**config.mk**
```make
export PLATFORM = sky130hd
export DESIGN_NAME = cb_addr_issue
export DESIGN_NICKNAME = d
export VERILOG_FILES = /design/src/design/cb_pkg.sv /design/src/design/cb_addr_issue.sv
export SDC_FILE = /design/constraint.sdc
export NUM_CORES = 1
export LEC_CHECK = 0
export ABC_AREA = 1
export BUFFER_PORTS_ARGS = -buffer_cell sky130_fd_sc_hd__buf_2
export CORE_ASPECT_RATIO = 0.9
export CORE_MARGIN = 2
export CORE_UTILIZATION = 25
export CTS_BUF_LIST = sky130_fd_sc_hd__clkbuf_8
export CTS_CLUSTER_SIZE = 14
export DETAILED_ROUTE_END_ITERATION = 6
export HOLD_SLACK_MARGIN = 0.12
export PLACE_DENSITY = 0.45
export SLEW_MARGIN = 15
export SYNTH_ARGS = -nofsm -noshare
export SYNTH_HDL_FRONTEND = slang
export SYNTH_SLANG_ARGS = --single-unit
```
**constraint.sdc**
```tcl
create_clock -name clk -period 5.5 [get_ports clk]
set_input_delay 0.275 -clock clk [delete_from_list [all_inputs] [get_ports clk]]
set_output_delay 0.275 -clock clk [all_outputs]
set_load 0.02 [all_outputs]
```
**src/design/cb_pkg.sv**
```systemverilog
// shared definitions for the codebook address distributor
// address, data and bus widths, direction and issue state enums
// issue beat and run config structs, register map constants
package cb_pkg;

  // word address inside one bank, arithmetic wraps mod 256
  localparam int CB_AW = 8;
  typedef logic [CB_AW-1:0] cb_addr_t;

  // one codebook word
  localparam int CB_DW = 16;
  typedef logic [CB_DW-1:0] cb_data_t;

  // wishbone host port
  localparam int WB_AW = 16;
  localparam int WB_DW = 16;
  typedef logic [WB_AW-1:0] wb_adr_t;
  typedef logic [WB_DW-1:0] wb_data_t;

  // bank select field of a codebook window address
  localparam int CB_BANK_W = 3;
  localparam int CB_BANK_LSB = 12;
  typedef logic [CB_BANK_W-1:0] cb_bank_t;

  // run length in beats
  localparam int RUN_LEN_W = 16;
  typedef logic [RUN_LEN_W-1:0] run_len_t;

  // direction modes, encoding matches the shift chain
  typedef enum logic [1:0] {
    DIR_IDLE  = 2'b00,
    DIR_POS   = 2'b01,
    DIR_NEW_0 = 2'b10,
    DIR_NEW_1 = 2'b11
  } cb_dir_e;

  typedef enum logic [1:0] {
    ISSUE_IDLE,
    ISSUE_RUN,
    ISSUE_DRAIN
  } issue_state_e;

  // one issue beat
  typedef struct packed {
    logic     en_new;
    cb_addr_t addr_new;
    logic     group_cnt_0;
  } cb_beat_s;

  typedef struct packed {
    cb_dir_e  dir;
    cb_addr_t base;
    run_len_t len;
  } cb_run_cfg_s;

  // register word offsets, taken from wb_adr[1:0]
  localparam logic [1:0] REG_CTRL   = 2'd0;
  localparam logic [1:0] REG_BASE   = 2'd1;
  localparam logic [1:0] REG_LEN    = 2'd2;
  localparam logic [1:0] REG_STATUS = 2'd3;

  // ctrl: dir in [1:0], start in bit 2
  localparam int CTRL_START_BIT = 2;

  // set in wb_adr selects codebook memory
  localparam int CB_WIN_BIT = 15;

endpackage

```
**src/design/cb_addr_issue.sv**
```systemverilog
`timescale 1ns/1ps
// run FSM, one issue beat per cycle with group parity
// drains the shift chain before busy falls
module cb_addr_issue #(
  parameter int GROUP_LEN = 4,
  parameter int L = 4
) (
  input  logic                clk,
  input  logic                sys_rst,
  input  logic                start,
  input  cb_pkg::cb_run_cfg_s run_cfg,
  output cb_pkg::cb_beat_s    beat,
  output cb_pkg::cb_dir_e     run_dir,
  output logic                busy
);
  import cb_pkg::*;

  // beat index bit that holds the group parity
  localparam int GRP_BIT   = $clog2(GROUP_LEN);
  localparam int DRAIN_CYC = L + 2;
  localparam int DRAIN_W   = $clog2(DRAIN_CYC);

  issue_state_e       state;
  run_len_t           beat_cnt;
  run_len_t           run_len;
  cb_addr_t           run_base;
  logic [DRAIN_W-1:0] drain_cnt;

  // config copy for the run
  always_ff @(posedge clk) begin
    if (state == ISSUE_IDLE && start) begin
      run_len  <= run_cfg.len;
      run_base <= run_cfg.base;
    end
  end

  always_ff @(posedge clk) begin
    if (sys_rst) begin
      state     <= ISSUE_IDLE;
      beat      <= '0;
      run_dir   <= DIR_IDLE;
      beat_cnt  <= '0;
      drain_cnt <= '0;
    end else begin
      case (state)
        ISSUE_IDLE: begin
          beat      <= '0;
          drain_cnt <= '0;
          if (start) begin
            run_dir <= run_cfg.dir;
            if (run_cfg.len == '0) begin
              // nothing to issue
              state <= ISSUE_DRAIN;
            end else begin
              // beat 0 right after start
              beat.en_new      <= 1'b1;
              beat.addr_new    <= run_cfg.base;
              beat.group_cnt_0 <= 1'b0;
              beat_cnt         <= run_len_t'(1);
              state            <= ISSUE_RUN;
            end
          end
        end
        ISSUE_RUN: begin
          if (beat_cnt == run_len) begin
            beat  <= '0;
            state <= ISSUE_DRAIN;
          end else begin
            beat.en_new      <= 1'b1;
            beat.addr_new    <= run_base + beat_cnt[CB_AW-1:0];
            beat.group_cnt_0 <= beat_cnt[GRP_BIT];
            beat_cnt         <= beat_cnt + 1'b1;
          end
        end
        ISSUE_DRAIN: begin
          // last beat leaves bank L-1 inside this window
          if (drain_cnt == DRAIN_W'(DRAIN_CYC - 1)) begin
            state   <= ISSUE_IDLE;
            run_dir <= DIR_IDLE;
          end else begin
            drain_cnt <= drain_cnt + 1'b1;
          end
        end
        default: state <= ISSUE_IDLE;
      endcase
    end
  end

  assign busy = (state != ISSUE_IDLE);

endmodule

```
==> run_results.csv <==
group,metric,value,unit
synth,yosysTopAreaCell,"edfxtp_1",
flow_run,maxCapViolCount,0,
layout,nets,535,
cts,clockRootBuffer,"clkbuf_8",
route,dr_total_vias,2937,
timing,min_period_over_period,42.89,%
cts,tritoncts,"built",
setup_path,startpoint_type,"primary input",
timing,period_needed,2359,ps
cts,h-tree-depth,3,
timing,relSlewSlack,60.92,%
route,drc_errors,0,
synth,synth_seq_area_share,43.04,%
synth,synth.top_cells.by_count,"123 x nand2_1, 51 x nor2_1, 47 x inv_1, 36 x nand3_1, 33 x dfxtp_1",
synth,yosys.area.top_type_share,22.46,%
timing,setup-tns-final,0,ps
layout,area_growth,23.47,%
floorplanning,io_pins,42,
timing,finalSetupViolCount,0,
grt,grt_pass1_wl,14130,um
timing,max_freq,0.4239,GHz
route,post_drt_wl_per_cell,12.89,um
route,routed_wl,8557,um
timing,skew,9.009,ps
cts,post_cts_resized,0,
timing,rsz0062_at_grt,"false",
grt,grt_use_total,13.35,%
cts,clock-sinks,57,
floorplanning,dieHeight,111.5,um
cts,ctsHoldBuffers,22,
synth,synth_most_common_cell,"nand2_1",
placement,postPlaceCellArea,3541,sq um
synth,syn_inst,431,
layout,fill_cells,1399,
grt,antenna_found_initial,0,
setup_path,required,5800,ps
grt,grt_max_degree,29,
floorplanning,core_area,12590,sq um
setup_path,arrival,2660,ps
synth,synth_area_per_cell,7.446,sq um
outcome,status,"complete, no violations",
timing,slew_viol_final,0,
floorplanning,initial_core_util,25.49,%
power,p_leak,1.707,nW
floorplanning,die_w,123.4,um
synth,yosys_register_bits,57,
synth,yosys.cell_types.count,30,
power,cellPowerDensity,254.1,nW/um^2
placement,place.port_buffers,41,
cts,numCtsBuffers,9,
timing,fin_ws,3141,ps
layout,diodes,0,
synth,syn_area,3209,sq um
setup_path,cp_max_fo,15,
layout,finish.instance_area,3963,sq um
route,ant_nets,0,
worst_hold_path,hold_class,"in2reg",
layout,drive_gt1_share,13.80,%
route,drt_iter0_drc,205,
cts,clk-insertion-delay-late,360,ps
cts,clk_pin_slew,70,ps
cts,postCtsSetupBuffers,0,
route,viasPerCell,4.423,
floorplanning,num_rows,39,
synth,synthFlopType,"dfxtp_1",
setup_path,endpoint_kind,"register",
timing,tightestPinTransition,581.8,ps
synth,yosys_warnings,0,
synth,yosys-top-cells-area,"edfxtp_1 22%, dfxtp_1 21%, nand2_1 14%, nor2_1 6.0%, nand3_1 5.6%",
floorplanning,dieArea,13760,sq um
route,dr.pass1.iters,4,
grt,grt_pass1_vias,2821,
placement,dpl.hpwl,6124,um
setup_path,worstSetupPathType,"in2reg",
grt,overflow,0,
timing,finalHoldViolCount,0,
cts,clockBufferDepth,2,
synth,synth_fp_nets,471,
placement,dp_slack,3288,ps
placement,place.gp.congestion,0.7882,
synth,postSynth.asyncResetShare,0,%
power,ir_drop,0.07713,mV
synth,synth-edff-count,24,
[path summary, 6_finish.rpt]
kind	start	end	slack [ps]	depth (start not counted)
worst min register to register	run_dir[1]$_SDFFE_PP0P_	run_dir[1]$_SDFFE_PP0P_	470	2
worst min-delay path	run_cfg[22]	run_base[6]$_DFFE_PP_	150	1
worst max-delay path	run_cfg[15]	beat_cnt[0]$_SDFFE_PP0P_	3140	11
worst max register to register	state[1]$_SDFFE_PP0P_	beat_cnt[0]$_SDFFE_PP0P_	3370	9
[critical path, cell delays in order]
cell,delay [ps]
dlygate4sd3_1,520
buf_2,120
nor2_1,120
nand2_1,80
nor2_1,220
nand2_1,280
nand2_1,510
nand2_4,210
nor2_2,170
nand2_1,70
nand2_1,60
[metrics by stage]
| step | cells | hold WS [ps] | util [%] | total power, W |
|---|---|---|---|---|
| 5_1_grt | 664 | 144.2 | 31.47 | 0.001061 |
| 3_5_place_dp | 625 | 458.6 | 28.13 | 0.0006064 |
| 3_3_place_gp | 625 | 453.1 | 28.13 | 0.0006053 |
| 4_1_cts | 663 | 123.4 | 31.40 | 0.001019 |
| 6_report | 664 | 152.1 | 31.47 | 0.001007 |
| 2_1_floorplan | 431 | 373.9 | - | 0.0005679 |
[registers in the layout, summed over array words and instances (netlist names)]
signal / count
beat: 10
beat_cnt: 16
drain_cnt: 3
run_base: 8
run_dir: 2
run_len: 16
state: 2
[per-layer routing]
layer,vias up,wire length [um],track usage [%]
met2,43,3883,20.59
met1,1350,4262,18.11
met5,-,0,0
met4,0,135,5.379
li1,1534,-,-
met3,10,276,2.766
[power breakdown]
part           total (W)  switching, W  internal (W)
sequential      0.000479     0.0000151      0.000464
combinational   0.000130     0.0000796     0.0000503
clock           0.000398      0.000189      0.000209
[final cells by class]
type                       instances  area [sq um]  area share (%)
clock buffer                       9         123.9           3.126
timing repair buffer              65         442.9           11.18
inverter                          51         191.4           4.831
tap                              164         205.2           5.178
multi-input combinational        311          1550           39.12
clock inverter                     7         67.56           1.705
sequential                        57          1381           34.86
[cell usage in the layout, fill, tap and decap left out, drive strengths merged, types with 4 or more instances in the layout]
cell type / count
o21ai: 16
inv: 54
nor3: 4
ha: 10
nand2: 126
nand3: 36
nand4: 12
a31oi: 5
dlygate4sd3: 23
a21oi: 27
dfxtp: 33
clkbuf: 9
buf: 42
edfxtp: 24
nor2: 55
xor2: 11
[cell families after synthesis]
kind of cell	after synthesis	synth area share (%)
adder cells (fa/ha/maj)	11	4.522
AO/OA/AOI/OAI	53	8.850
AND/OR/NAND/NOR	235	31.66
flip-flops	57	43.04
XOR/XNOR	12	3.275
buffers and inverters	63	8.655
(Power assumes the default switching activity.)
