## config.mk

```make
export PLATFORM = sky130hd
export DESIGN_NAME = cb_wb_regs
export DESIGN_NICKNAME = d
export VERILOG_FILES = /design/src/design/cb_pkg.sv /design/src/design/cb_wb_regs.sv
export SDC_FILE = /design/constraint.sdc
export NUM_CORES = 1
export LEC_CHECK = 0
export BUFFER_PORTS_ARGS = -buffer_cell sky130_fd_sc_hd__buf_4
export CAP_MARGIN = 20
export CORE_MARGIN = 3
export CORE_UTILIZATION = 40
export CTS_BUF_LIST = sky130_fd_sc_hd__clkbuf_4 sky130_fd_sc_hd__clkbuf_8
export DETAILED_ROUTE_END_ITERATION = 6
export PLACE_DENSITY = 0.76
export SLEW_MARGIN = 0
export SYNTH_ARGS = -nofsm -noshare
export SYNTH_HDL_FRONTEND = slang
export SYNTH_SLANG_ARGS = --single-unit
```

## constraint.sdc

```tcl
create_clock -name clk -period 4.2 [get_ports clk]
set_input_delay 0.84 -clock clk [delete_from_list [all_inputs] [get_ports clk]]
set_output_delay 0.84 -clock clk [all_outputs]
set_load 0.03 [all_outputs]
```

## src/design/cb_pkg.sv

```systemverilog
// shared definitions for the codebook address distributor
// address, data and bus widths, direction and issue state enums
// issue beat and run config structs, register map constants
package cb_pkg;

  // word address inside one bank, arithmetic wraps mod 256
  localparam int CB_AW = 8;
  typedef logic [CB_AW-1:0] cb_addr_t;

  // one codebook word
  localparam int CB_DW = 16;
  typedef logic [CB_DW-1:0] cb_data_t;

  // wishbone host port
  localparam int WB_AW = 16;
  localparam int WB_DW = 16;
  typedef logic [WB_AW-1:0] wb_adr_t;
  typedef logic [WB_DW-1:0] wb_data_t;

  // bank select field of a codebook window address
  localparam int CB_BANK_W = 3;
  localparam int CB_BANK_LSB = 12;
  typedef logic [CB_BANK_W-1:0] cb_bank_t;

  // run length in beats
  localparam int RUN_LEN_W = 16;
  typedef logic [RUN_LEN_W-1:0] run_len_t;

  // direction modes, encoding matches the shift chain
  typedef enum logic [1:0] {
    DIR_IDLE  = 2'b00,
    DIR_POS   = 2'b01,
    DIR_NEW_0 = 2'b10,
    DIR_NEW_1 = 2'b11
  } cb_dir_e;

  typedef enum logic [1:0] {
    ISSUE_IDLE,
    ISSUE_RUN,
    ISSUE_DRAIN
  } issue_state_e;

  // one issue beat
  typedef struct packed {
    logic     en_new;
    cb_addr_t addr_new;
    logic     group_cnt_0;
  } cb_beat_s;

  typedef struct packed {
    cb_dir_e  dir;
    cb_addr_t base;
    run_len_t len;
  } cb_run_cfg_s;

  // register word offsets, taken from wb_adr[1:0]
  localparam logic [1:0] REG_CTRL   = 2'd0;
  localparam logic [1:0] REG_BASE   = 2'd1;
  localparam logic [1:0] REG_LEN    = 2'd2;
  localparam logic [1:0] REG_STATUS = 2'd3;

  // ctrl: dir in [1:0], start in bit 2
  localparam int CTRL_START_BIT = 2;

  // set in wb_adr selects codebook memory
  localparam int CB_WIN_BIT = 15;

endpackage

```

## src/design/cb_wb_regs.sv

```systemverilog
`timescale 1ns/1ps
// wishbone classic slave for the codebook distributor
// ctrl/base/len/status registers, start pulse, codebook write decode
module cb_wb_regs (
  input  logic                clk,
  input  logic                sys_rst,
  input  cb_pkg::wb_adr_t     wb_adr,
  input  cb_pkg::wb_data_t    wb_dat_w,
  input  logic                wb_we,
  input  logic                wb_stb,
  input  logic                wb_cyc,
  input  logic                busy,
  output cb_pkg::wb_data_t    wb_dat_r,
  output logic                wb_ack,
  output cb_pkg::cb_run_cfg_s run_cfg,
  output logic                start,
  output logic                mem_wr_en,
  output cb_pkg::cb_bank_t    mem_wr_bank,
  output cb_pkg::cb_addr_t    mem_wr_addr,
  output cb_pkg::cb_data_t    mem_wr_data
);
  import cb_pkg::*;

  logic       win_sel;
  logic       wr_fire;
  logic       reg_wr;
  logic [1:0] reg_sel;

  assign win_sel = wb_adr[CB_WIN_BIT];
  assign reg_sel = wb_adr[1:0];

  // write lands on the ack cycle
  assign wr_fire = wb_cyc & wb_stb & wb_we & wb_ack;
  assign reg_wr  = wr_fire & ~win_sel;

  // one wait state, ack high for a single cycle
  always_ff @(posedge clk) begin
    if (sys_rst) begin
      wb_ack <= 1'b0;
    end else begin
      wb_ack <= wb_cyc & wb_stb & ~wb_ack;
    end
  end

  // run settings
  always_ff @(posedge clk) begin
    if (sys_rst) begin
      run_cfg <= '0;
    end else if (reg_wr) begin
      case (reg_sel)
        REG_CTRL: run_cfg.dir  <= cb_dir_e'(wb_dat_w[1:0]);
        REG_BASE: run_cfg.base <= wb_dat_w[CB_AW-1:0];
        REG_LEN:  run_cfg.len  <= wb_dat_w;
        default:  ;
      endcase
    end
  end

  // start goes out with the new settings already in place
  // dropped while a run is in flight
  always_ff @(posedge clk) begin
    if (sys_rst) begin
      start <= 1'b0;
    end else begin
      start <= reg_wr && (reg_sel == REG_CTRL) && wb_dat_w[CTRL_START_BIT] && !busy;
    end
  end

  // register read mux, window reads give zero
  always_comb begin
    wb_dat_r = '0;
    if (!win_sel) begin
      case (reg_sel)
        REG_CTRL:   wb_dat_r[1:0] = run_cfg.dir;
        REG_BASE:   wb_dat_r[CB_AW-1:0] = run_cfg.base;
        REG_LEN:    wb_dat_r = run_cfg.len;
        REG_STATUS: wb_dat_r[0] = busy;
        default:    wb_dat_r = '0;
      endcase
    end
  end

  // codebook window: bank in [14:12], word in [7:0]
  assign mem_wr_en   = wr_fire & win_sel;
  assign mem_wr_bank = wb_adr[CB_BANK_LSB +: CB_BANK_W];
  assign mem_wr_addr = wb_adr[CB_AW-1:0];
  assign mem_wr_data = wb_dat_w;

endmodule

```

==> metrics.txt <==
dpl hpwl=2870 microns; Pins Over Slew Limit=0; combinational share of power=16.6%; Clock transition at path regs=90 ps; Avg Vias per Cell=4.85; Cells after Synth=179; clock share of power=32.1%; main combinational cell family by area after synthesis=simple AND/OR/NAND/NOR gates; Startpoint Class=primary input; Main synth FF type=dfxtp_1; # port buffers=87; sequential area share after synthesis=33.0%; share of layout cells above drive strength 1=44.8%; H-tree levels=1; postcts setup bufs=0; fmax=325 MHz; filler cell count=396; Post-synth top cells=nand2b_1 (35), buf_4 (29), dfxtp_1 (28); DR pass1 iterations=5; Worst Hold Slack=454 ps; Final Setup Violations=0; crit-path max cell delay=430 ps; Cell Chain, Critical Path=buf_4 > inv_1 > ha_1 > nor2b_4 > and2_1 > buf_4; GR Overflow Total=0; Worst EP required=3360 ps; Synth Area in Adders=4.42%; Rows=23; switching pwr=0.000131 W; DR DRC count=0; worst skew pair latency=270 ps; cell family with most CP delay=simple AND/OR/NAND/NOR gates; R2R Setup Slk=2650 ps; Yosys warnings=0; Critical Path AT=2230 ps; WL per Instance=13.3 microns; Place WS=1120 ps; largest net degree at the start of global routing=44; max_slew headroom=63.3%; post-synthesis simple-gate area fraction=26.3%; clock sinks=28; EDFF count, synth=0; Post-Synth XOR/XNOR Area=0%; syn_nets=223; synthesized flop and latch total=28; ranking of synthesized cells by area=dfxtp_1 (33%), nand2b_1 (13%), buf_4 (13%); hold-fix buffers at CTS=0; synthesized cell area=1700 sq um; CTS buffer count=3; VDD IR-drop max=0.137 mV; initial antenna violation count=0; first-pass GRT wire length=6110 microns; Non-Filler Instances=282; Pwr Density=237 nW/um^2; Synth Area in Compound Gates=8.63%; die area=5060 sq um; Crit-path slowest cell=nor2b_4; Yosys top cell area share=33.0%; hold path start=wb_ack$_SDFF_PP0_; Unique masters post-synth=25; I/O pin cnt=110; max-cap violations=0; Die X=71.1 microns; Total GRT Usage=14.8%; global routing's busiest layer=met2; crit path buf inv count=3; Initial Util=41.8%; Setup crit end kind=output port; internal power=0.000388 W; Core Box Area=4060 sq um; Final period util=73.2%; multiplexer area fraction after synthesis=10.6%; CTS max path bufs=2; met3 layer usage reported by global route=2.70%; Routed WL=3760 microns; Iteration-0 DRC Markers=36; WS Path Type=in2out; worst min-delay path class=reg2reg; Hold Violations, Final=0; Crit. Startpoint=wb_adr[0]; routability congestion estimate=0.707; Sw Ratio=25.2%; setup_tns=0 ps; crit-path most repeated cell=buf_4; Die H=71.1 microns; sequential share of power=51.3%; Area growth, synth to finish=29.1%; leading area contributor after synthesis=dfxtp_1; CTS tree=built; Root Driver=clkbuf_8; Worst R2R Start=wb_ack$_SDFF_PP0_; setup ws final=1130 ps; total via count in the routed design=1368; met1 Usage GRT=18.6%; Worst Skew=7.75 ps; number of global-route vias before repair=1292; Antenna diodes=0; CP Max Fanout=18; LEAKAGE=1.04 nW; outcome=complete, no violations; Net count, final=277; Post-DRT Antenna Nets=0; placed cells=278; Slew @ Worst Pin=550 ps; global-route met2 utilization=24.9%; unrepaired setup endpoints after global routing=false; syn_area_per_cell=9.48 sq um; PostCTS Resize Cnt=0; top-count cell post-synth=nand2b_1; minimum clock period=3070 ps; ys async rst share=0%
-- final timing paths --
path,cells after the start,to
hold / removal,1,wb_ack$_SDFF_PP0_
setup / recovery,6,wb_dat_r[8]
hold reg to reg,1,wb_ack$_SDFF_PP0_
setup reg to reg,3,run_cfg[18]$_SDFFE_PP0P_
-- sequential cells by signal, summed over array words and instances (netlist names) --
name / flops
start: 1
wb_ack: 1
run_cfg: 26
-- routing by layer --
metal	wire, microns	share of wire, %
met1	1580	42
met2	1880	50
met3	260	6.9
met4	36	0.96
met5	0	0
-- kinds of logic after synthesis --
logic type	after synthesis
and+or+nand+nor	68
buffers and inverters	41
DFF	28
AOI/OAI and AO/OA	18
muxes	18
adders and majority gates	6
-- cell type report --
| cell class | instances | area, sq um | share of cell area (%) |
|---|---|---|---|
| Multi-Input combinational cell | 110 | 848 | 38.7 |
| Timing Repair Buffer | 87 | 653 | 29.8 |
| Sequential cell | 28 | 561 | 25.6 |
| Tap cell | 50 | 62.6 | 2.86 |
| Clock buffer | 4 | 55.1 | 2.51 |
| Inverter | 3 | 11.3 | 0.514 |
-- cell usage in the layout (no fill, tap or decap), types with 6 or more instances in the layout --
cell type,synthesis,routed
buf_4,29,87
nand4b_1,8,8
and2_1,9,9
ha_1,6,6
o21ai_2,8,8
nand2b_1,35,35
mux2i_1,18,18
a22oi_1,7,7
dfxtp_1,28,28
nor2_1,6,6
-- stage by stage --
| stage | instance area, sq um | utilization, % | total power (W) |
|---|---|---|---|
| after global placement | 2140 | 52.6 | 0.000359 |
| after CTS | 2190 | 54.0 | 0.000525 |
| after detailed placement | 2140 | 52.6 | 0.000360 |
| after floorplan | 1700 | - | 0.000348 |
| after global routing | 2190 | 54.0 | 0.000538 |
| final | 2190 | 54.0 | 0.000519 |
-- worst reg2reg max path, stage by stage (launching register included) --
cell,delay [ps]
dfxtp_1,360
and4_4,330
and3b_1,540
mux2i_1,260
-- power groups by stage --
| stage | clock network (W) | registers (W) | logic [W] |
|---|---|---|---|
| floorplan | 0 | 0.000274 | 0.0000739 |
| global placement | 0 | 0.000273 | 0.0000864 |
| detailed placement | 0 | 0.000273 | 0.0000872 |
| CTS | 0.000172 | 0.000266 | 0.0000871 |
| global route | 0.000180 | 0.000267 | 0.0000922 |
| finish | 0.000167 | 0.000266 | 0.0000861 |
(Power assumes the default switching activity.)
