File: config.mk
export PLATFORM = sky130hd
export DESIGN_NAME = cb_addr_shift
export DESIGN_NICKNAME = d
export VERILOG_FILES = /design/src/design/cb_pkg.sv /design/src/design/cb_addr_shift.sv
export SDC_FILE = /design/constraint.sdc
export NUM_CORES = 1
export LEC_CHECK = 0
export BUFFER_PORTS_ARGS = -buffer_cell sky130_fd_sc_hd__clkbuf_2
export CORE_AREA = 2 2 67 69
export DETAILED_ROUTE_END_ITERATION = 6
export DIE_AREA = 0 0 69 71
export PLACE_DENSITY_LB_ADDON = 0.05
export SLEW_MARGIN = 20
export SYNTH_ARGS = -nofsm -noshare
export SYNTH_HDL_FRONTEND = slang
export SYNTH_SLANG_ARGS = --single-unit
File: constraint.sdc
create_clock -name clk -period 1.6 [get_ports clk]
set_input_delay 0.16 -clock clk [delete_from_list [all_inputs] [get_ports clk]]
set_output_delay 0.16 -clock clk [all_outputs]
set_load 0.05 [all_outputs]
File: src/design/cb_pkg.sv
// shared definitions for the codebook address distributor
// address, data and bus widths, direction and issue state enums
// issue beat and run config structs, register map constants
package cb_pkg;

  // word address inside one bank, arithmetic wraps mod 256
  localparam int CB_AW = 8;
  typedef logic [CB_AW-1:0] cb_addr_t;

  // one codebook word
  localparam int CB_DW = 16;
  typedef logic [CB_DW-1:0] cb_data_t;

  // wishbone host port
  localparam int WB_AW = 16;
  localparam int WB_DW = 16;
  typedef logic [WB_AW-1:0] wb_adr_t;
  typedef logic [WB_DW-1:0] wb_data_t;

  // bank select field of a codebook window address
  localparam int CB_BANK_W = 3;
  localparam int CB_BANK_LSB = 12;
  typedef logic [CB_BANK_W-1:0] cb_bank_t;

  // run length in beats
  localparam int RUN_LEN_W = 16;
  typedef logic [RUN_LEN_W-1:0] run_len_t;

  // direction modes, encoding matches the shift chain
  typedef enum logic [1:0] {
    DIR_IDLE  = 2'b00,
    DIR_POS   = 2'b01,
    DIR_NEW_0 = 2'b10,
    DIR_NEW_1 = 2'b11
  } cb_dir_e;

  typedef enum logic [1:0] {
    ISSUE_IDLE,
    ISSUE_RUN,
    ISSUE_DRAIN
  } issue_state_e;

  // one issue beat
  typedef struct packed {
    logic     en_new;
    cb_addr_t addr_new;
    logic     group_cnt_0;
  } cb_beat_s;

  typedef struct packed {
    cb_dir_e  dir;
    cb_addr_t base;
    run_len_t len;
  } cb_run_cfg_s;

  // register word offsets, taken from wb_adr[1:0]
  localparam logic [1:0] REG_CTRL   = 2'd0;
  localparam logic [1:0] REG_BASE   = 2'd1;
  localparam logic [1:0] REG_LEN    = 2'd2;
  localparam logic [1:0] REG_STATUS = 2'd3;

  // ctrl: dir in [1:0], start in bit 2
  localparam int CTRL_START_BIT = 2;

  // set in wb_adr selects codebook memory
  localparam int CB_WIN_BIT = 15;

endpackage

File: src/design/cb_addr_shift.sv
`timescale 1ns/1ps
// per-bank address and enable shift chain
// positive mapping plus the two bank-pair modes
module cb_addr_shift #(
  parameter int L = 4
) (
  input  logic                     clk,
  input  logic                     sys_rst,
  input  cb_pkg::cb_dir_e          run_dir,
  input  cb_pkg::cb_beat_s         beat,
  output cb_pkg::cb_addr_t [L-1:0] cb_addr,
  output logic [L-1:0]             cb_en
);
  import cb_pkg::*;

  // grp_d[i] is the parity of the beat now in bank i
  logic [L-2:0] grp_d;

  // bank pair used by the new modes
  logic [1:0] pair_lo;
  logic [1:0] pair_hi;

  assign pair_lo = (run_dir == DIR_NEW_0) ? 2'd2 : 2'd0;
  assign pair_hi = pair_lo + 2'd1;

  // parity follows the beat down the chain
  always_ff @(posedge clk) begin
    if (sys_rst) begin
      grp_d <= '0;
    end else if (run_dir != DIR_IDLE) begin
      grp_d <= {grp_d[L-3:0], beat.group_cnt_0};
    end
  end

  always_ff @(posedge clk) begin
    if (sys_rst) begin
      cb_addr <= '0;
      cb_en   <= '0;
    end else begin
      case (run_dir)
        DIR_POS: begin
          // bank 0 takes the new address
          cb_en[0]   <= beat.en_new;
          cb_addr[0] <= beat.en_new ? beat.addr_new : '0;
          for (int i = 1; i < L; i++) begin
            cb_en[i] <= cb_en[i-1];
            // odd groups step by one per hop
            if (cb_en[i-1]) begin
              cb_addr[i] <= cb_addr[i-1] + cb_addr_t'(grp_d[i-1]);
            end else begin
              cb_addr[i] <= '0;
            end
          end
        end
        DIR_NEW_0, DIR_NEW_1: begin
          // everything outside the pair drops out
          cb_en   <= '0;
          cb_addr <= '0;
          // pair head loads, tail copies the head
          cb_en[pair_lo]   <= beat.en_new;
          cb_addr[pair_lo] <= beat.en_new ? beat.addr_new : '0;
          cb_en[pair_hi]   <= cb_en[pair_lo];
          cb_addr[pair_hi] <= cb_en[pair_lo] ? cb_addr[pair_lo] : '0;
        end
        default: begin
          // idle: hold
          cb_en   <= cb_en;
          cb_addr <= cb_addr;
        end
      endcase
    end
  end

endmodule

==> impl_metrics.toml, run 1 <==
[status]
outcome = "complete, no violations"

[cts]
cts_sinks = 39
cts_setup_buffers = 0
path_clk_slew_ps = 80
clock_latency_ps = 300
cts_buffers = 5
hold_buffers = 0
htree_levels = 2
root_buffer = "clkbuf_8"
cts.path.max_buffers = 2
cts_tree = "built"

[pwr]
p_total_w = 0.001985
ir_drop_mv = 0.4510
power_density_nw_per_um2 = 770.5
p_leak_nw = 1.015

[floorplanning]
start_util_pct = 51.07
rows = 24
die_y_um = 71
dieWidth_um = 69
die-area_sq_um = 4899
ioPinCount = 50
core_area_sq_um = 4204

[finish]
drive_above_1_share_pct = 28.10
syn2layout_area_growth_pct = 19.99
most-common-layout-cells = "49 x clkbuf_2, 33 x dfxtp_1, 29 x nor2_1"
finalNetCount = 325
final_cells = 358
final_common_cell = "clkbuf_2"
num-fill-cells = 421
design_area_sq_um = 2576
postLayoutCoreUtil_pct = 61.28
diodes = 0

[setup_path]
crit_fanout = 4
cp-end-kind = "flop"
cp.required_ps = 1810
crit_type = "flop to flop"
start_kind = "flop"
arrival_ps = 1720

[routing]
vias = 2083
wl_mm = 5.600
first_pass_iters = 4
first_iter_violations = 179
wl_per_cell_um = 15.64
drc = 0
antenna_left = 0
vias_per_cell = 5.818

[place]
hpwlAfterDp_mm = 4.052
dpl.cell_count = 350
place_area_sq_um = 2484
globalplace.congestion = 0.7932
io_buffer_count = 49

[yosys]
synth_top_area_share_pct = 36.36
syn_area_sq_um = 2147
synth_edf_count = 0
ys_seq_area_share_pct = 36.36
netlist_instances = 256
avgSynthCellArea_sq_um = 8.387
synthTopCellsByArea = "dfxtp_1 36%, nor2_1 5.1%, a21oi_1 4.2%"
yosysWarningCount = 0
synth_seq_cells = 39
synthFlopType = "dfxtp_1"
synthArstFlopShare_pct = 0
yosysUniqueCellTypes = 49
yosysTopAreaCell = "dfxtp_1"
synth_nets = 276

[timing]
period_minus_slack_ps = 1510
timing.fmax_mhz = 662.3
rsz0062_at_grt = "no"
finalCritPeriodShare_pct = 94.37
slew_violations = 0
tightest_slew_ps = 396.6
finalHoldViolCount = 0
skew_ps = 8.885
relSlewSlack_pct = 73.56
finalSetupViolCount = 0

[run]
cap_violations = 0

[min_path]
hold_class = "input port to flop"

[grt]
grt_pass1_wl_mm = 9.301
grt_use_total_pct = 23.65
gr-total-overflow = 0
grt_pass1_vias = 1907
grt_max_degree = 29
grt_antenna_before_repair = 0
-- sequential cells by signal (all words and copies together) (netlist names) --
name	flops
cb_addr	32
cb_en	4
grp_d	3
-- per-stage QoR --
step	worst slack (ps)	hold slack (ps)	TNS (ps)
2_1_floorplan	-30.99	300.5	-30.99
3_3_place_gp	61.23	390.7	0
3_5_place_dp	10.27	401.6	0
4_1_cts	22.96	81.03	0
5_1_grt	13.60	116.3	0
6_report	90.05	90.15	0
-- synthesized netlist by cell type, types with 4 or more instances --
cell	number
a31oi_1	12
nand2_1	19
nand3_1	13
o32ai_1	4
a21oi_1	18
nor2_1	29
nor3_1	6
nor3b_1	10
nand4_1	4
xnor2_1	8
inv_1	5
dfxtp_1	39
clkbuf_1	6
a22oi_1	7
buf_2	11
xor2_1	5
ha_1	6
-- final timing paths --
kind	from	to	slack (ps)	cells past startpoint
setup reg to reg	cb_addr[16]	cb_addr[28]	90	5
hold reg to reg	grp_d[2]	grp_d[2]	460	2
hold / removal	beat[0]	grp_d[0]	90	3
setup / recovery	cb_addr[16]	cb_addr[28]	90	5
-- where the power goes --
group / total [W] / switching, W / internal (W)
clock: 0.000655 / 0.000349 / 0.000306
sequential: 0.00102 / 0.0000316 / 0.000992
combinational: 0.000306 / 0.000209 / 0.0000967
-- routing by layer --
layer	wire length, um	track usage (%)	part of all wire (%)	up-vias
li1	-	-	-	1036
met1	2745	33.72	49	991
met2	2520	35.79	45	50
met3	262	4.558	4.7	6
met4	71	8.497	1.3	0
met5	0	0	0	-
-- critical path, stage by stage, from the launching register on --
cell and delay, ps:
dfxtp_4 360, ha_2 190, ha_2 200, nand3_2 120
or3_1 340, a311oi_2 220
-- final cells by class --
| type | count | area (sq um) | share of cell area, % |
|---|---|---|---|
| clock buffer | 7 | 76.32 | 2.963 |
| inverter | 6 | 22.52 | 0.8742 |
| multi-input combinational | 192 | 1266 | 49.15 |
| sequential | 39 | 793.3 | 30.79 |
| clock inverter | 1 | 5.005 | 0.1943 |
| tap | 52 | 65.06 | 2.525 |
| timing repair buffer | 61 | 347.8 | 13.50 |
-- what timing repair did --
item | CTS | global route
pin swaps | 0 | 2
endpoints found under the setup margin | 1 | 2
resized for setup | 1 | 3
-- kinds of logic (layout without fill, tap and decap cells) --
group	Yosys count	count (layout)	share of synthesized area, %
compound gates	70	70	23.54
xor+xnor	13	13	5.303
fa+ha+maj	6	6	3.496
buf+inv	25	75	5.711
flops	39	39	36.36
mux	2	2	1.049
simple gates	101	101	24.53
Power figures use the tool's default switching activity.
==> run 2, diff against run 1 <==
--- a/config.mk
+++ b/config.mk
@@ -5,10 +5,12 @@
 export SDC_FILE = /design/constraint.sdc
 export NUM_CORES = 1
 export LEC_CHECK = 0
+export ABC_AREA = 1
 export BUFFER_PORTS_ARGS = -buffer_cell sky130_fd_sc_hd__clkbuf_2
 export CORE_AREA = 2 2 67 69
 export DETAILED_ROUTE_END_ITERATION = 6
 export DIE_AREA = 0 0 69 71
+export GPL_ROUTABILITY_DRIVEN = 0
 export PLACE_DENSITY_LB_ADDON = 0.05
 export SLEW_MARGIN = 20
 export SYNTH_ARGS = -nofsm -noshare
==> impl_metrics.toml, run 2 <==
[timing]
tns_ps = 0
period_minus_slack_ps = 1402
finalHoldViolCount = 0
tightest_slew_ps = 363.0
timing.fmax_mhz = 713.4
relSlewSlack_pct = 75.78
skew_ps = 7.023
whs_ps = 124.3
slew_violations = 0
finalCritPeriodShare_pct = 87.61
rsz0062_at_grt = "no"
finalSetupViolCount = 0

[status]
outcome = "complete, no violations"

[grt]
grt_pass1_wl_mm = 9.390
grt_antenna_before_repair = 0
grt_max_degree = 29
gr-total-overflow = 0
grt_use_total_pct = 23.58
grt_pass1_vias = 2017

[yosys]
yosysUniqueCellTypes = 28
synth_nets = 329
synth_top_area_share_pct = 36.90
syn_area_sq_um = 2116
avgSynthCellArea_sq_um = 6.847
ys_seq_area_share_pct = 36.90
synthFlopType = "dfxtp_1"
synth_seq_cells = 39
netlist_instances = 309
yosysWarningCount = 0
synth_commonest_cells = "55 x nand2_1, 41 x a21oi_1, 39 x dfxtp_1, 35 x nand3_1, 30 x inv_1"
synth_edf_count = 0
yosysTopAreaCell = "dfxtp_1"
synthTopCellsByArea = "dfxtp_1 37%, nand2_1 9.8%, a21oi_1 9.7%"
synthArstFlopShare_pct = 0
synth_most_common_cell = "nand2_1"

[place]
io_buffer_count = 49
hpwlAfterDp_mm = 4.215

[min_path]
whs_path_depth = 3
hold_class = "input port to flop"
min_to = "grp_d[0]"
hp-start = "beat[0]"

[finish]
finalNetCount = 382
seqCellArea_sq_um = 784.5
most-common-layout-cells = "55 x nand2_1, 49 x clkbuf_2, 41 x a21oi_1"
syn2layout_area_growth_pct = 20.88
largest_register_ffs = 32
diodes = 0
num-fill-cells = 412
drive_above_1_share_pct = 22.59
final_common_cell = "nand2_1"
largestRegisters = "cb_addr (32), cb_en (4), grp_d (3)"
largest_register = "cb_addr"
multi_input_area_sq_um = 1127

[setup_path]
r2r_cells = 8
arrival_ps = 1620
crit_fanout = 3
start_kind = "flop"
rr_endpoint = "cb_addr[14]"
r2r_start = "grp_d[0]"
cp-end-kind = "flop"
r2r_setup_slack_ps = 200
cp.required_ps = 1820
crit_type = "flop to flop"

[routing]
drc = 0
wl_per_cell_um = 13.81
first_iter_violations = 138
first_pass_iters = 4
vias_per_cell = 5.386
wl_mm = 5.732
antenna_left = 0
vias = 2235

[floorplanning]
start_util_pct = 50.33
die-area_sq_um = 4899
die_y_um = 71
rows = 24
dieWidth_um = 69
ioPinCount = 50
core_area_sq_um = 4204

[pwr]
power_density_nw_per_um2 = 958.4
ir_drop_mv = 0.8470
p_leak_nw = 1.120

[cts]
cts_sinks = 39
hold_buffers = 0
root_buffer = "clkbuf_8"
cts.path.max_buffers = 2
htree_levels = 2
path_clk_slew_ps = 80
cts_setup_buffers = 0
clock_latency_ps = 290
post_cts_resized = 0
cts_buffers = 5
cts_tree = "built"

[run]
cap_violations = 0
run 2: cell count changes after synthesis, moves of 6 or more:
cell,delta
o21ai_1,+7
o21ai_0,+24
nand2_1,+36
inv_1,+25
nand3_1,+22
nor3_1,-6
a21oi_1,+23
a22oi_1,-6
xnor2_1,-8
buf_2,-8
nor3b_1,-10
run 2: area by class of cell:
cell class	instances	share of cell area [%]
multi-input cells	224	44.08
clock inverters	2	2.348
well taps	52	2.544
inverters	32	4.697
repair buffers	60	12.82
clock buffers	6	2.838
flip-flops and latches	39	30.68
run 2: cell families (layout without fill, tap and decap cells):
logic type      after synthesis  count (layout)  synth area share, %
simple gates                124             124                25.90
compound gates               94              94                23.83
buf+inv                      46             100                9.816
flops                        39              39                36.90
fa+ha+maj                     6               6                3.548
run 2: worst max-delay path by stage:
stage	from	endpoint	slack (ps)	cells after the start
global route	grp_d[0]	cb_addr[14]	40	8
global placement	grp_d[0]	cb_addr[14]	260	8
detailed placement	grp_d[0]	cb_addr[14]	220	8
finish	grp_d[0]	cb_addr[14]	200	8
floorplan	cb_addr[1]	cb_addr[14]	50	7
CTS	grp_d[0]	cb_addr[14]	210	8
run 2: per-layer routing:
layer	vias up	GRT usage [%]	share of wire, %
li1	1142	-	-
met1	1031	31.86	48
met2	58	38.78	47
met5	-	0	0
met4	0	6.536	0.87
met3	4	4.416	4.5
run 2: metrics by stage:
stage / cell area (sq um) / total power, W / setup slack, ps / cells / util (%)
floorplan: 2120 / 0.001379 / 53.83 / 309 / -
global placement: 2425 / 0.001492 / 261.1 / 407 / 57.68
detailed placement: 2425 / 0.001492 / 221.8 / 407 / 57.68
CTS: 2557 / 0.002466 / 206.4 / 415 / 60.83
global route: 2557 / 0.002539 / 40.86 / 415 / 60.83
finish: 2557 / 0.002451 / 198.2 / 415 / 60.83
run 2: worst max-delay path, stage by stage, from the launching register on:
cell and delay (ps):
dfxtp_1 370, ha_1 210, ha_1 180, nand2_1 90, nor2_1 190, nand2_1 70, nand2_1 60, nand3_1 60
a21oi_1 120
run 2: report_power, final:
| part | leakage, nW | switching, W | internal (W) |
|---|---|---|---|
| Combinational | 0.733 | 0.000296 | 0.000112 |
| Clock | 0.0654 | 0.000354 | 0.000624 |
| Sequential | 0.321 | 0.0000502 | 0.00102 |
| Total | 1.12 | 0.000700 | 0.00175 |
